<file path="src/verilog/wb_pkg.sv">
package wb_pkg;

    // Bus widths.
    localparam int WB_DW = 32;          // Data.
    localparam int WB_AW = 32;          // Address.
    localparam int WB_SW = WB_DW / 8;   // Byte selects.

    // Region codes in address bits 31:28.
    localparam logic [3:0] REGION_MEM = 4'h0;
    localparam logic [3:0] REGION_REG = 4'h1;

    // Value returned by control register 0.
    localparam logic [WB_DW-1:0] REG_ID_VALUE = 32'h5742_0101;

    // The same bus address seen by the two slaves.
    // Memory view uses a word index, register view a register index.
    typedef union packed {
        struct packed {
            logic [3:0]  region;
            logic [3:0]  unused;        // Gap between region and word index.
            logic [21:0] word;
            logic [1:0]  byte_off;
        } mem;
        struct packed {
            logic [3:0]  region;
            logic [22:0] unused;
            logic [2:0]  index;         // One of eight control registers.
            logic [1:0]  byte_off;
        } regs;
    } wb_addr_u;

endpackage
</file>
<file path="src/verilog/wb_if.sv">
`timescale 1ns/1ps

// Link from the address decoder to one slave.
interface wb_if
    import wb_pkg::*;
();

    wb_addr_u          adr;
    logic [WB_DW-1:0]  dat_w;     // Write data from the master side.
    logic [WB_SW-1:0]  sel;
    logic              we;
    logic              cyc;
    logic              stb;
    logic              ack;
    logic [WB_DW-1:0]  dat_r;     // Read data, valid with ack.

    // Decoder side.
    modport master (
        output adr, dat_w, sel, we, cyc, stb,
        input  ack, dat_r
    );

    // Slave side.
    modport slave (
        input  adr, dat_w, sel, we, cyc, stb,
        output ack, dat_r
    );

    // Response collector only watches the answer.
    modport monitor (
        input ack, dat_r
    );

endinterface

</file>
<file path="src/verilog/wb_resp_mux.sv">
`timescale 1ns/1ps

module wb_resp_mux
    import wb_pkg::*;
(
    input  logic              clk,
    input  logic              rst_n_i,
    wb_if.monitor             mem_i,
    wb_if.monitor             reg_i,
    input  logic              unmapped_stb_i,
    output logic              ack_o,
    output logic              err_o,
    output logic [WB_DW-1:0]  dat_o
);

    logic err_q;

    // Only one slave can answer at a time.
    assign ack_o = mem_i.ack | reg_i.ack;

    always_comb begin
        if (mem_i.ack) begin
            dat_o = mem_i.dat_r;
        end else if (reg_i.ack) begin
            dat_o = reg_i.dat_r;
        end else begin
            dat_o = '0;           // Idle bus and err cycles read zero.
        end
    end

    // Error responder for unmapped regions.
    // Blocked right after its own err, like the slave acks.
    always_ff @(posedge clk or negedge rst_n_i) begin
        if (!rst_n_i) begin
            err_q <= 1'b0;
        end else begin
            err_q <= unmapped_stb_i & ~err_q;
        end
    end

    assign err_o = err_q;

endmodule

</file>
<file path="src/flat_wrapper.sv">
// flat-port wrapper written by rule: the top's interface ports become plain ports
module wb_resp_mux_flat import wb_pkg::*;
  (clk, rst_n_i, unmapped_stb_i, ack_o, err_o, dat_o, mem_i_ack, mem_i_dat_r, reg_i_ack, reg_i_dat_r);
  wb_if mem_i_i ();
  wb_if reg_i_i ();
  input  logic clk;
  input  logic rst_n_i;
  input  logic unmapped_stb_i;
  output logic ack_o;
  output logic err_o;
  output logic [WB_DW-1:0] dat_o;
  input wire logic [$bits(mem_i_i.ack)-1:0] mem_i_ack;
  input wire logic [$bits(mem_i_i.dat_r)-1:0] mem_i_dat_r;
  input wire logic [$bits(reg_i_i.ack)-1:0] reg_i_ack;
  input wire logic [$bits(reg_i_i.dat_r)-1:0] reg_i_dat_r;
  assign mem_i_i.ack = mem_i_ack;
  assign mem_i_i.dat_r = mem_i_dat_r;
  assign reg_i_i.ack = reg_i_ack;
  assign reg_i_i.dat_r = reg_i_dat_r;
  wb_resp_mux u_core (.clk(clk), .rst_n_i(rst_n_i), .mem_i(mem_i_i), .reg_i(reg_i_i), .unmapped_stb_i(unmapped_stb_i), .ack_o(ack_o), .err_o(err_o), .dat_o(dat_o));
endmodule
</file>
<file path="config.mk">
export PLATFORM = sky130hd
export DESIGN_NAME = wb_resp_mux_flat
export DESIGN_NICKNAME = d
export VERILOG_FILES = /design/src/verilog/wb_pkg.sv /design/src/verilog/wb_if.sv /design/src/verilog/wb_resp_mux.sv /design/src/flat_wrapper.sv
export SDC_FILE = /design/constraint.sdc
export NUM_CORES = 1
export LEC_CHECK = 0
export ABC_AREA = 1
export BUFFER_PORTS_ARGS = -buffer_cell sky130_fd_sc_hd__buf_2
export CAP_MARGIN = 40
export CORE_UTILIZATION = 31
export CTS_BUF_LIST = sky130_fd_sc_hd__clkbuf_8
export DETAILED_ROUTE_END_ITERATION = 16
export PLACE_DENSITY_LB_ADDON = 0.05
export SLEW_MARGIN = 10
export SYNTH_ARGS = -nofsm -noshare
export SYNTH_HDL_FRONTEND = slang
export SYNTH_SLANG_ARGS = --single-unit
</file>
<file path="constraint.sdc">
create_clock -name clk -period 0.9 [get_ports clk]
set_clock_uncertainty 0.2 [all_clocks]
set_input_delay 0.045 -clock clk [delete_from_list [all_inputs] [get_ports clk]]
set_output_delay 0.045 -clock clk [all_outputs]
set_load 0.02 [all_outputs]
</file>
Yosys cells after proc, flatten, opt, wreduce, memory -nomap -nowiden
Index checks and enable logic that the tools add are counted.

operators by class
  muxes and demuxes = 2
  bitwise operators = 3

operators by type and width
  operator            count
  two-way mux 32 bit  2
  bitwise AND 1 bit   1
  NOT 1 bit           1
  bitwise OR 1 bit    1

storage, ports and cells
  flip-flop bits (word level) = 1
  output and inout port bits = 34
  logic and storage cells = 6

Longest topological paths before layout
  word-level depth = 2
  mapped depth = 5
  mapped depth without buffers = 3

Least setup slack after synthesis
No wires, ideal clock.

  path kind = register -> register
  start point = register u_core.err_q, in the netlist u_core.err_o
  end point = register u_core.err_q, in the netlist u_core.err_o
  library setup time = 0.126 ns
  data arrival time = 0.491 ns
  data required time = 0.574 ns
  slack = 0.083 ns
  stages on the path, launching flop included = 2
  path through = dfrtp_1 > nor2_1

between the ends
  word-level cells in the longest chain between the ends = 2

ends and longest elaborated chain
  what                    line               source
  start, declared         wb_resp_mux.sv:16  logic err_q;
  start signal, assigned  wb_resp_mux.sv:37  err_q <= unmapped_stb_i & ~err_q;
  NOT 1 bit               wb_resp_mux.sv:37
  bitwise AND 1 bit       wb_resp_mux.sv:37

Every way passes these cells.

Worst setup path after layout
  start point = input reg_i_ack
  end point = output ack_o

between the ends
  word-level cells in the longest chain between the ends = 1

ends and longest elaborated chain
  what              line                source
  start, declared   flat_wrapper.sv:14  input wire logic [$bits(reg_i_i.ack)-1:0] reg_i_ack;
  bitwise OR 1 bit  wb_resp_mux.sv:19   assign ack_o = mem_i.ack | reg_i.ack;
  end, declared     flat_wrapper.sv:9   output logic ack_o;

Every way passes these cells.

==> impl_metrics.ini <==
[outcome]
run_status = completed

[routing]
drt-total-wl_mm = 2.28
drt_iter0_drc = 7
vias_per_cell = 4.43
wl_per_cell_microns = 9.57
vias = 1054
dr.pass1.iters = 4
ant_nets = 0
drc = 0

[setup_path]
required_ps = 650
cp.arrival_ps = 640
r2r_cells = 1
startpoint_type = input port
crit_type = input port to primary output
end_kind = primary output
cp_max_fo = 6

[timing]
hold_viol = 0
setup_viol = 0
min_period_over_period_pct = 98.0
finalCriticalPeriod_ps = 882
worst_pin_slew_ps = 116
rsz0062_at_grt = no
setup_tns_ps = 0
drv_slew = 0
fmax_mhz = 1130
worst_slack_ps = 17.9
maxSlewHeadroom_pct = 92.3

[global_routing]
grt_usage_pct = 16.9
grt_pass1_vias = 915
grt_max_degree = 33
grt_pass1_wl_mm = 3.53
antenna_found_initial = 0
grt_overflow_total = 0

[job]
cap_violations = 0

[pwr]
power_switching_mw = 0.392
p_clk_share_pct = 0
combPwrFrac_pct = 93.6
p_int_mw = 0.394
swShare_pct = 49.9
ir_drop_mv = 0.373
leakage_nw = 0.836
seq_power_share_pct = 6.4
power.density_mw_per_mm2 = 576
power_mw = 0.787

[layout]
final_cell_area_sq_mm = 0.00137
fillers = 219
final_common_cell = buf_2
nets = 281
final_util_pct = 61.2
syn2layout_area_growth_pct = 85.7
largest_reg_flops = 1
mostFrequentLayoutCells = buf_2 (90), nand2_1 (64), nand3_2 (30), buf_4 (8)
antenna_cells = 0
drive_above_1_share_pct = 66.2

[placed_design]
gp_congestion = 0.625
hpwl_mm = 1.81
post-place-ws_ps = -132
placement.io_buffers = 102
placed_cell_area_sq_mm = 0.00122

[synthesis]
ys_types = 11
syn_nets = 181
yosysWarningCount = 0
synthCells = 112
yosysSeqAreaShare_pct = 3.40
synth-seq-cells = 1
syn_avg_cell_area_sq_um = 6.57
synth_area_sq_um = 736

[floorplan]
rows = 17
die_h_microns = 50.7
die_area_sq_mm = 0.00257
die_w_microns = 50.7
io_pins = 103
start_util_pct = 32.9
core_sq_mm = 0.00223

[clock_tree]
clk_pin_slew_ps = 0
clk_latency_ps = 0
cts_setup_buffers = 0

[min_path]
min_path_type = input port to register
hold_depth = 3
-- synth_stat cells, drive strengths merged --
master	instances	area share, %
nor2	1	0.51
buf	11	18
or2	1	0.85
nand2	64	33
nand3	32	42
inv	2	2.0
dfrtp	1	3.4
-- cell families (layout without fill, tap and decap cells) --
group | after synthesis | in the layout | synth area share, %
AND/OR/NAND/NOR | 98 | 98 | 76.2
flip-flops | 1 | 1 | 3.40
buffers and inverters | 13 | 111 | 20.4
-- worst max-delay path, cell delays in order --
cell and delay [ps]:
buf_12 120, buf_12 130, or2_1 210, buf_6 130
-- final timing paths --
check | startpoint | slack [ps] | to
max in group asynchronous | rst_n_i | 250 | u_core.err_o
hold / removal | unmapped_stb_i | 60 | u_core.err_o
setup reg to reg | u_core.err_o | 140 | u_core.err_o
hold reg to reg | u_core.err_o | 230 | u_core.err_o
min in group asynchronous | rst_n_i | 160 | u_core.err_o
setup / recovery | reg_i_ack | 20 | ack_o
-- through the flow --
| step | std cells | hold slack, ps |
|---|---|---|
| 3_5_place_dp | 236 | -374 |
| 5_1_grt | 238 | 73.5 |
| 2_1_floorplan | 112 | -451 |
| 4_1_cts | 239 | 68.3 |
| 6_report | 238 | 64.0 |
| 3_3_place_gp | 236 | -381 |
-- final cells by class --
class	count	area [sq um]	share of cell area, %
multi-input cells	98	561	41.0
flip-flops and latches	1	25.0	1.83
inverters	2	33.8	2.47
repair buffers	109	712	52.1
well taps	28	35.0	2.56
-- per-layer routing --
metal / part of all wire (%) / GRT usage [%]
met2: 59 / 37.3
met4: 0 / 0.926
met5: 0 / 0
met1: 35 / 17.6
met3: 6.4 / 0.303
-- what timing repair did --
item                                   4_1_cts  5_1_grt
gates cloned                                 2        0
setup endpoints to repair                   33       15
pin swaps                                    1        1
resized for setup                           21        8
hold buffers                                 1        0
endpoints found under the hold margin        1        0
-- power by group through the flow --
stage                     registers [mW]  logic (mW)  clock network (mW)
final                             0.0504       0.736                   0
after global routing              0.0510       0.801                   0
after CTS                         0.0506       0.737                   0
after detailed placement          0.0506       0.663                   0
after global placement            0.0501       0.652                   0
after floorplan                   0.0542       0.400                   0
Power figures use the tool's default switching activity.
