File: src/verilog/wb_pkg.sv
package wb_pkg;

    // Bus widths.
    localparam int WB_DW = 32;          // Data.
    localparam int WB_AW = 32;          // Address.
    localparam int WB_SW = WB_DW / 8;   // Byte selects.

    // Region codes in address bits 31:28.
    localparam logic [3:0] REGION_MEM = 4'h0;
    localparam logic [3:0] REGION_REG = 4'h1;

    // Value returned by control register 0.
    localparam logic [WB_DW-1:0] REG_ID_VALUE = 32'h5742_0101;

    // The same bus address seen by the two slaves.
    // Memory view uses a word index, register view a register index.
    typedef union packed {
        struct packed {
            logic [3:0]  region;
            logic [3:0]  unused;        // Gap between region and word index.
            logic [21:0] word;
            logic [1:0]  byte_off;
        } mem;
        struct packed {
            logic [3:0]  region;
            logic [22:0] unused;
            logic [2:0]  index;         // One of eight control registers.
            logic [1:0]  byte_off;
        } regs;
    } wb_addr_u;

endpackage
File: src/verilog/wb_if.sv
`timescale 1ns/1ps

// Link from the address decoder to one slave.
interface wb_if
    import wb_pkg::*;
();

    wb_addr_u          adr;
    logic [WB_DW-1:0]  dat_w;     // Write data from the master side.
    logic [WB_SW-1:0]  sel;
    logic              we;
    logic              cyc;
    logic              stb;
    logic              ack;
    logic [WB_DW-1:0]  dat_r;     // Read data, valid with ack.

    // Decoder side.
    modport master (
        output adr, dat_w, sel, we, cyc, stb,
        input  ack, dat_r
    );

    // Slave side.
    modport slave (
        input  adr, dat_w, sel, we, cyc, stb,
        output ack, dat_r
    );

    // Response collector only watches the answer.
    modport monitor (
        input ack, dat_r
    );

endinterface

File: src/verilog/wb_regs.sv
`timescale 1ns/1ps

module wb_regs
    import wb_pkg::*;
(
    input  logic clk,
    input  logic rst_n_i,
    wb_if.slave  bus_i
);

    localparam int NUM_REGS = 8;

    logic              valid;
    logic              accept;
    logic              ack_q;
    logic [2:0]        idx;
    logic [WB_DW-1:0]  rd_word;
    logic [WB_DW-1:0]  rdata_q;

    // Register 0 is the ID word and has no storage.
    logic [WB_DW-1:0]  regs_q [1:NUM_REGS-1];

    assign valid  = bus_i.cyc & bus_i.stb;
    assign accept = valid & ~ack_q;     // Same one-cycle rule as memory.
    assign idx    = bus_i.adr.regs.index;

    // Read mux.
    always_comb begin
        if (idx == 3'd0) begin
            rd_word = REG_ID_VALUE;
        end else begin
            rd_word = regs_q[idx];
        end
    end

    always_ff @(posedge clk or negedge rst_n_i) begin
        if (!rst_n_i) begin
            ack_q <= 1'b0;
            for (int i = 1; i < NUM_REGS; i++) begin
                regs_q[i] <= '0;
            end
        end else begin
            ack_q <= accept;
            // Writes to register 0 are acked and dropped.
            if (accept && bus_i.we && (idx != 3'd0)) begin
                for (int b = 0; b < WB_SW; b++) begin
                    if (bus_i.sel[b]) begin
                        regs_q[idx][8*b +: 8] <= bus_i.dat_w[8*b +: 8];
                    end
                end
            end
        end
    end

    // Read word captured with the request, shown in the ack cycle.
    always_ff @(posedge clk) begin
        if (accept) begin
            rdata_q <= rd_word;
        end
    end

    assign bus_i.ack   = ack_q;
    assign bus_i.dat_r = rdata_q;

endmodule

File: src/flat_wrapper.sv
// flat-port wrapper written by rule: the top's interface ports become plain ports
module wb_regs_flat import wb_pkg::*;
  (clk, rst_n_i, bus_i_adr, bus_i_dat_w, bus_i_sel, bus_i_we, bus_i_cyc, bus_i_stb, bus_i_ack, bus_i_dat_r);
  wb_if bus_i_i ();
  input  logic clk;
  input  logic rst_n_i;
  input wire logic [$bits(bus_i_i.adr)-1:0] bus_i_adr;
  input wire logic [$bits(bus_i_i.dat_w)-1:0] bus_i_dat_w;
  input wire logic [$bits(bus_i_i.sel)-1:0] bus_i_sel;
  input wire logic [$bits(bus_i_i.we)-1:0] bus_i_we;
  input wire logic [$bits(bus_i_i.cyc)-1:0] bus_i_cyc;
  input wire logic [$bits(bus_i_i.stb)-1:0] bus_i_stb;
  output wire logic [$bits(bus_i_i.ack)-1:0] bus_i_ack;
  output wire logic [$bits(bus_i_i.dat_r)-1:0] bus_i_dat_r;
  assign bus_i_i.adr = bus_i_adr;
  assign bus_i_i.dat_w = bus_i_dat_w;
  assign bus_i_i.sel = bus_i_sel;
  assign bus_i_i.we = bus_i_we;
  assign bus_i_i.cyc = bus_i_cyc;
  assign bus_i_i.stb = bus_i_stb;
  assign bus_i_ack = bus_i_i.ack;
  assign bus_i_dat_r = bus_i_i.dat_r;
  wb_regs u_core (.clk(clk), .rst_n_i(rst_n_i), .bus_i(bus_i_i));
endmodule
File: config.mk
export PLATFORM = sky130hd
export DESIGN_NAME = wb_regs_flat
export DESIGN_NICKNAME = d
export VERILOG_FILES = /design/src/verilog/wb_pkg.sv /design/src/verilog/wb_if.sv /design/src/verilog/wb_regs.sv /design/src/flat_wrapper.sv
export SDC_FILE = /design/constraint.sdc
export NUM_CORES = 1
export LEC_CHECK = 0
export BUFFER_PORTS_ARGS = -buffer_cell sky130_fd_sc_hd__buf_4
export CAP_MARGIN = 5
export CORE_UTILIZATION = 40
export DETAILED_ROUTE_END_ITERATION = 10
export SETUP_SLACK_MARGIN = 0.3
export SKIP_LAST_GASP = 1
export SYNTH_ARGS = -nofsm -noshare
export SYNTH_HDL_FRONTEND = slang
export SYNTH_SLANG_ARGS = --single-unit
export TNS_END_PERCENT = 5
File: constraint.sdc
create_clock -name clk -period 2.22 [get_ports clk]
set_clock_uncertainty 0.15 [all_clocks]
set_input_delay 0.222 -clock clk [delete_from_list [all_inputs] [get_ports clk]]
set_output_delay 0.222 -clock clk [all_outputs]
set_load 0.02 [all_outputs]
After elaboration in Yosys (flattened, before gate mapping) --
Cells that the tools add are included. Widths: inputs -> output; s select.
Storage, ports and cells: bits in registers 257, bits in latches 0, RAM bits 0, memory bits (read-only) 0, bits of input ports 73, output and inout port bits 33, logic and storage cells 42, memories kept 0
Operators by class: $add $sub $neg 0, multiply operators 0, div/mod/pow operators 0, $lt $le $gt $ge 2, equal/unequal tests 0, shift operators 0, muxes and demuxes 22, bitwise gates (word level) 4, reductions and logical operators 5
Operators with widths (count):
- $mux 224 | 7
- $bwmux 224 | 4
- $demux 32 s3 | 4
- $bmux 32 s3 | 1
- $mux 32 | 3
- $mux 24 | 1
- $mux 16 | 1
- $mux 8 | 1
- $ge 4x4->1 const B | 1
- $lt 4x1->1 const B | 1
- $not 3->4 | 1
- $logic_and 1x1->1 | 3
- $logic_not 3->1 | 1
- $reduce_bool 3->1 | 1
- $and 1x1->1 | 2
- $not 1->1 | 1

Longest topological paths before layout --
word-level depth 16, mapped depth 7

Least setup slack after synthesis --
Ideal clock, no wire load.
kind reg-to-reg, start point reg u_core.ack_q (netlist: u_core.bus_i.ack), end point reg u_core.rdata_q[0] (netlist: u_core.bus_i.dat_r[0]), enable pin, library setup time 0.423 ns, arrival time 1.886 ns, required time 1.647 ns, path slack -0.239 ns, stages on the path, launching flop included 2, buffers on the path 0, clock period less this slack 2.459 ns, cells stage by stage dfrtp_1 nor2_1
On the way: longest elaborated chain between the ends 2
Ends and longest elaborated chain:
- start, declared | line wb_regs.sv:15 | logic ack_q;
- start signal, assigned | line wb_regs.sv:43 | ack_q <= accept;
- $not 1->1 | line wb_regs.sv:24 | assign accept = valid & ~ack_q;
- $and 1x1->1 | line wb_regs.sv:24
- via u_core.accept | line wb_regs.sv:14 | logic accept;
- end signal, assigned | line wb_regs.sv:58 | rdata_q <= rd_word;
- end, declared | line wb_regs.sv:18 | logic [WB_DW-1:0] rdata_q;
The timed path passes the listed nets, and every way through them passes these cells. A chain may end at the register's enable or synchronous reset.

Worst setup path after layout --
start point reg u_core.ack_q (netlist: u_core.bus_i.ack), end point reg u_core.regs_q[173] in the netlist's numbering
On the way: longest elaborated chain between the ends 4
Ends and longest elaborated chain:
- $not 1->1 | line wb_regs.sv:24
- $and 1x1->1 | line wb_regs.sv:24
- $logic_and 1x1->1 (2 in series) | line wb_regs.sv:45 | if (accept && bus_i.we && (idx != 3'd0)) begin
- end signal, assigned by index | line wb_regs.sv:48 | regs_q[idx][8*b +: 8] <= bus_i.dat_w[8*b +: 8];
- end, declared | line wb_regs.sv:21 | logic [WB_DW-1:0] regs_q [1:NUM_REGS-1];
Every way passes these cells.

==> flow_summary.rst <==
.. list-table::
   :header-rows: 1

   * - Metric
     - Value
   * - Slew at the pin closest to its max-slew limit
     - 0.726 ns
   * - HPWL after detailed placement
     - 17900 µm
   * - Post-detailed-route count of antenna-violating nets
     - 0
   * - Count of flip-flops with a built-in enable after synthesis
     - 32
   * - Accumulated negative setup slack
     - 0 ns
   * - Io pins
     - 106
   * - Leading cell type in the layout, fill and taps excluded
     - mux2_2
   * - Via count of the first global-routing pass
     - 7432
   * - Part of the power in registers
     - 48.1%
   * - Logic gate share of total power
     - 12.5%
   * - Pre-CTS setup slack
     - 0.164 ns
   * - Sum of buffers and inverters on the critical path
     - 2
   * - Switching portion of total power
     - 24.0%
   * - Clock network fraction of total power
     - 39.4%
   * - Number of I/O port buffers
     - 76
   * - Critical setup path kind
     - flop to flop
   * - Post-cts repair resize count
     - 0
   * - Share of flip-flops with an asynchronous set or reset
     - 87.5%
   * - 1st-pass router iterations
     - 6
   * - Largest net degree at the start of global routing
     - 63
   * - Floorplan die height
     - 172 µm
   * - Final-stage net count
     - 1002
   * - Crit. path cell count
     - 5
   * - Share of the clock period used by the worst path after layout
     - 88.7%
   * - Pins over their slew limit
     - 0
   * - Number of max-cap violations
     - 0
   * - Unique masters post-synth
     - 39
   * - Number of remaining DRC errors
     - 0
   * - Synthesized instance count
     - 756
   * - Critical path data required time
     - 2.50 ns
   * - Post-Syn Area per Cell
     - 15.2 µm²
   * - Share of final-layout standard cells stronger than drive strength 1
     - 49.8%
   * - Max IR drop VDD
     - 0.588 mV
   * - PD cells
     - 808 nW/µm²
   * - Total routing usage reported by global routing
     - 19.8%
   * - Seq/Total Area, Yosys
     - 57.2%
   * - Routed len/inst
     - 20.8 µm
   * - Origin of the worst min-delay path
     - bus_i_stb
   * - Source-to-sink clock delay at the later pin of the worst-skew pair
     - 0.54 ns
   * - Most common flop cell mapped by yosys
     - dfrtp_1
   * - Result of the run
     - finished, final reports clean
   * - Netlist area before placement
     - 11500 µm²
   * - TritonCTS clock tree
     - yes
   * - Synthesized flop and latch total
     - 257
   * - DP Cell Count
     - 1239
   * - Clk pin slew, worst setup/hold paths
     - 0.06 ns
   * - Internal Power
     - 8780 µW
   * - Max Root-Sink Buffers
     - 3
   * - Worst setup margin
     - 0.251 ns
   * - Kind of path behind the tightest hold check
     - input pin to flop
   * - Area enclosed by the die boundary
     - 29500 µm²
   * - Unrepaired setup endpoints after global routing
     - true
   * - Maximum fanout count along the critical path
     - 24
   * - Antenna violations before repair
     - 0
   * - Cell count of the worst reg-to-reg path
     - 5
   * - Total via count after detailed routing
     - 7081
   * - Count of H-tree levels built during CTS
     - 1
   * - Number of diodes added for antenna fixing
     - 0
   * - Worst path max stage delay
     - 0.43 ns
   * - Wire length of the first global-routing pass
     - 44100 µm
   * - Most frequent cells in the layout
     - mux2_2 (244), dfrtp_1 (225), buf_4 (130)
   * - Worst Setup SP
     - u_core.bus_i.ack$_DFF_PN0_
   * - Reg-to-reg critical path startpoint
     - u_core.bus_i.ack$_DFF_PN0_
   * - Cell chain of the critical path
     - nand4b_4 > buf_12 > nor3_4 > buf_4 > mux2_2
   * - CP Launch Type
     - flop
   * - Drt initial violations
     - 470
   * - Clock root buffer master
     - clkbuf_16
   * - Core occupancy in the finished layout
     - 50.9%
   * - Final setup violation count
     - 0
   * - Leakage power of the design
     - 0.00667 µW
   * - Final-report hold violation count
     - 0
   * - YS warnings
     - 0
   * - Total gr overflow
     - 0
   * - Width of the die
     - 172 µm
   * - Clock buffer count from CTS
     - 29
   * - Endpoint class of the critical path
     - flop
   * - Worst hold path stage count
     - 4
   * - Fmax
     - 508 MHz
   * - Minimum period implied by the final worst setup slack
     - 1.97 ns
   * - DRT Wirelength
     - 27600 µm
   * - CP delay by family, top
     - simple AND/OR/NAND/NOR gates
   * - Final estimated routing congestion in global placement
     - 0.731
   * - Area overhead of the layout relative to synthesis
     - 24.1%
   * - Number of standard-cell rows in the floorplan
     - 61
   * - Arrival time reported for the critical path endpoint
     - 2.25 ns
   * - Standard cell core area
     - 28100 µm²
   * - Via-per-instance ratio
     - 5.32
   * - Number of nets in the synthesized netlist
     - 829
   * - Sink count of the clock tree
     - 257
   * - Net load switching power
     - 2770 µW
   * - CP max stage cell
     - dfrtp_1
   * - Relative slew slack
     - 51.5%
   * - Area of all placed cells without fillers
     - 14300 µm²
   * - Initial standard-cell utilization of the core
     - 41.0%
   * - Final Non-Filler Cells
     - 1330
   * - Total cell area at the placement stage
     - 13000 µm²
cell usage after synthesis, types with 2 or more instances:
cell type | number | area [µm²]
nor2_1 | 26 | 97.6
clkbuf_1 | 10 | 37.5
a221o_1 | 7 | 70.1
a221oi_1 | 17 | 149
o22ai_1 | 3 | 18.8
a22oi_1 | 19 | 143
edfxtp_1 | 32 | 961
buf_6 | 2 | 22.5
o2bb2ai_1 | 8 | 70.1
nand2b_1 | 10 | 62.6
mux4_2 | 12 | 270
o221ai_1 | 12 | 105
o211a_1 | 2 | 20.0
nor2b_1 | 8 | 50.1
nand3_1 | 2 | 10.0
nor3_4 | 23 | 374
mux2_1 | 10 | 113
a22o_1 | 6 | 52.6
buf_2 | 20 | 100
nand2_1 | 18 | 67.6
nand3_2 | 4 | 40.0
dfrtp_1 | 225 | 5630
mux2i_1 | 17 | 170
mux2_2 | 244 | 2750
inv_1 | 5 | 18.8
worst min-delay path, stage by stage:
cell,delay [ns]
buf_4,0.13
nand2_1,0.10
nor2_4,0.04
buf_12,0.19
power by group through the flow:
stage          clock network [µW]  logic (µW)  registers [µW]
3_3_place_gp                    0        1380            5620
6_report                     4550        1440            5560
5_1_grt                      4850        1580            5620
3_5_place_dp                    0        1410            5640
2_1_floorplan                   0         882            5600
4_1_cts                      4650        1470            5550
sequential cells by signal, summed over array words and instances (netlist names):
register,cells
u_core.bus_i.ack,1
u_core.regs_q,224
u_core.bus_i.dat_r,32
worst paths after layout:
path	endpoint	slack [ns]
hold / removal	u_core.bus_i.ack$_DFF_PN0_	0.06
min in group asynchronous	u_core.regs_q[179]$_DFFE_PN0P_	0.49
hold reg to reg	u_core.regs_q[202]$_DFFE_PN0P_	0.33
setup reg to reg	u_core.regs_q[173]$_DFFE_PN0P_	0.25
setup / recovery	u_core.regs_q[173]$_DFFE_PN0P_	0.25
max in group asynchronous	u_core.regs_q[222]$_DFFE_PN0P_	0.79
cell families (layout without fill, tap and decap cells):
| kind of cell | after synthesis | in the layout | synth area share, % |
|---|---|---|---|
| and+or+nand+nor | 99 | 99 | 6.79 |
| AOI/OAI and AO/OA | 77 | 77 | 5.70 |
| DFF | 257 | 257 | 57.2 |
| buffers and inverters | 40 | 236 | 1.68 |
| muxes | 283 | 283 | 28.6 |
metrics by stage:
step,hold WS [ns],power (µW)
final,0.0593,11600
after global routing,0.0613,12100
after CTS,0.0498,11700
after detailed placement,-0.0296,7050
after global placement,-0.0264,7000
after floorplan,-0.224,6490
final cells by class:
class / count / area [µm²]
well taps: 378 / 473
clock inverters: 7 / 41.3
clock buffers: 47 / 875
fillers: 2509 / 13800
flip-flops and latches: 257 / 6590
repair buffers: 176 / 1550
inverters: 6 / 22.5
multi-input cells: 459 / 4750
timing repair:
action	CTS	global route
setup buffers	1	1
endpoints found under the setup margin	48	173
pin swaps	1	1
endpoints found under the hold margin	449	0
hold buffers	35	0
layer usage:
| layer | up-vias | wire, µm | part of all wire (%) | global-route usage, % |
|---|---|---|---|---|
| li1 | 3217 | - | - | - |
| met1 | 3692 | 12900 | 47 | 28.3 |
| met2 | 132 | 13000 | 47 | 31.9 |
| met3 | 40 | 1210 | 4.4 | 2.81 |
| met4 | 0 | 493 | 1.8 | 4.50 |
| met5 | - | 0 | 0 | 0 |
Power figures use the tool's default switching activity.
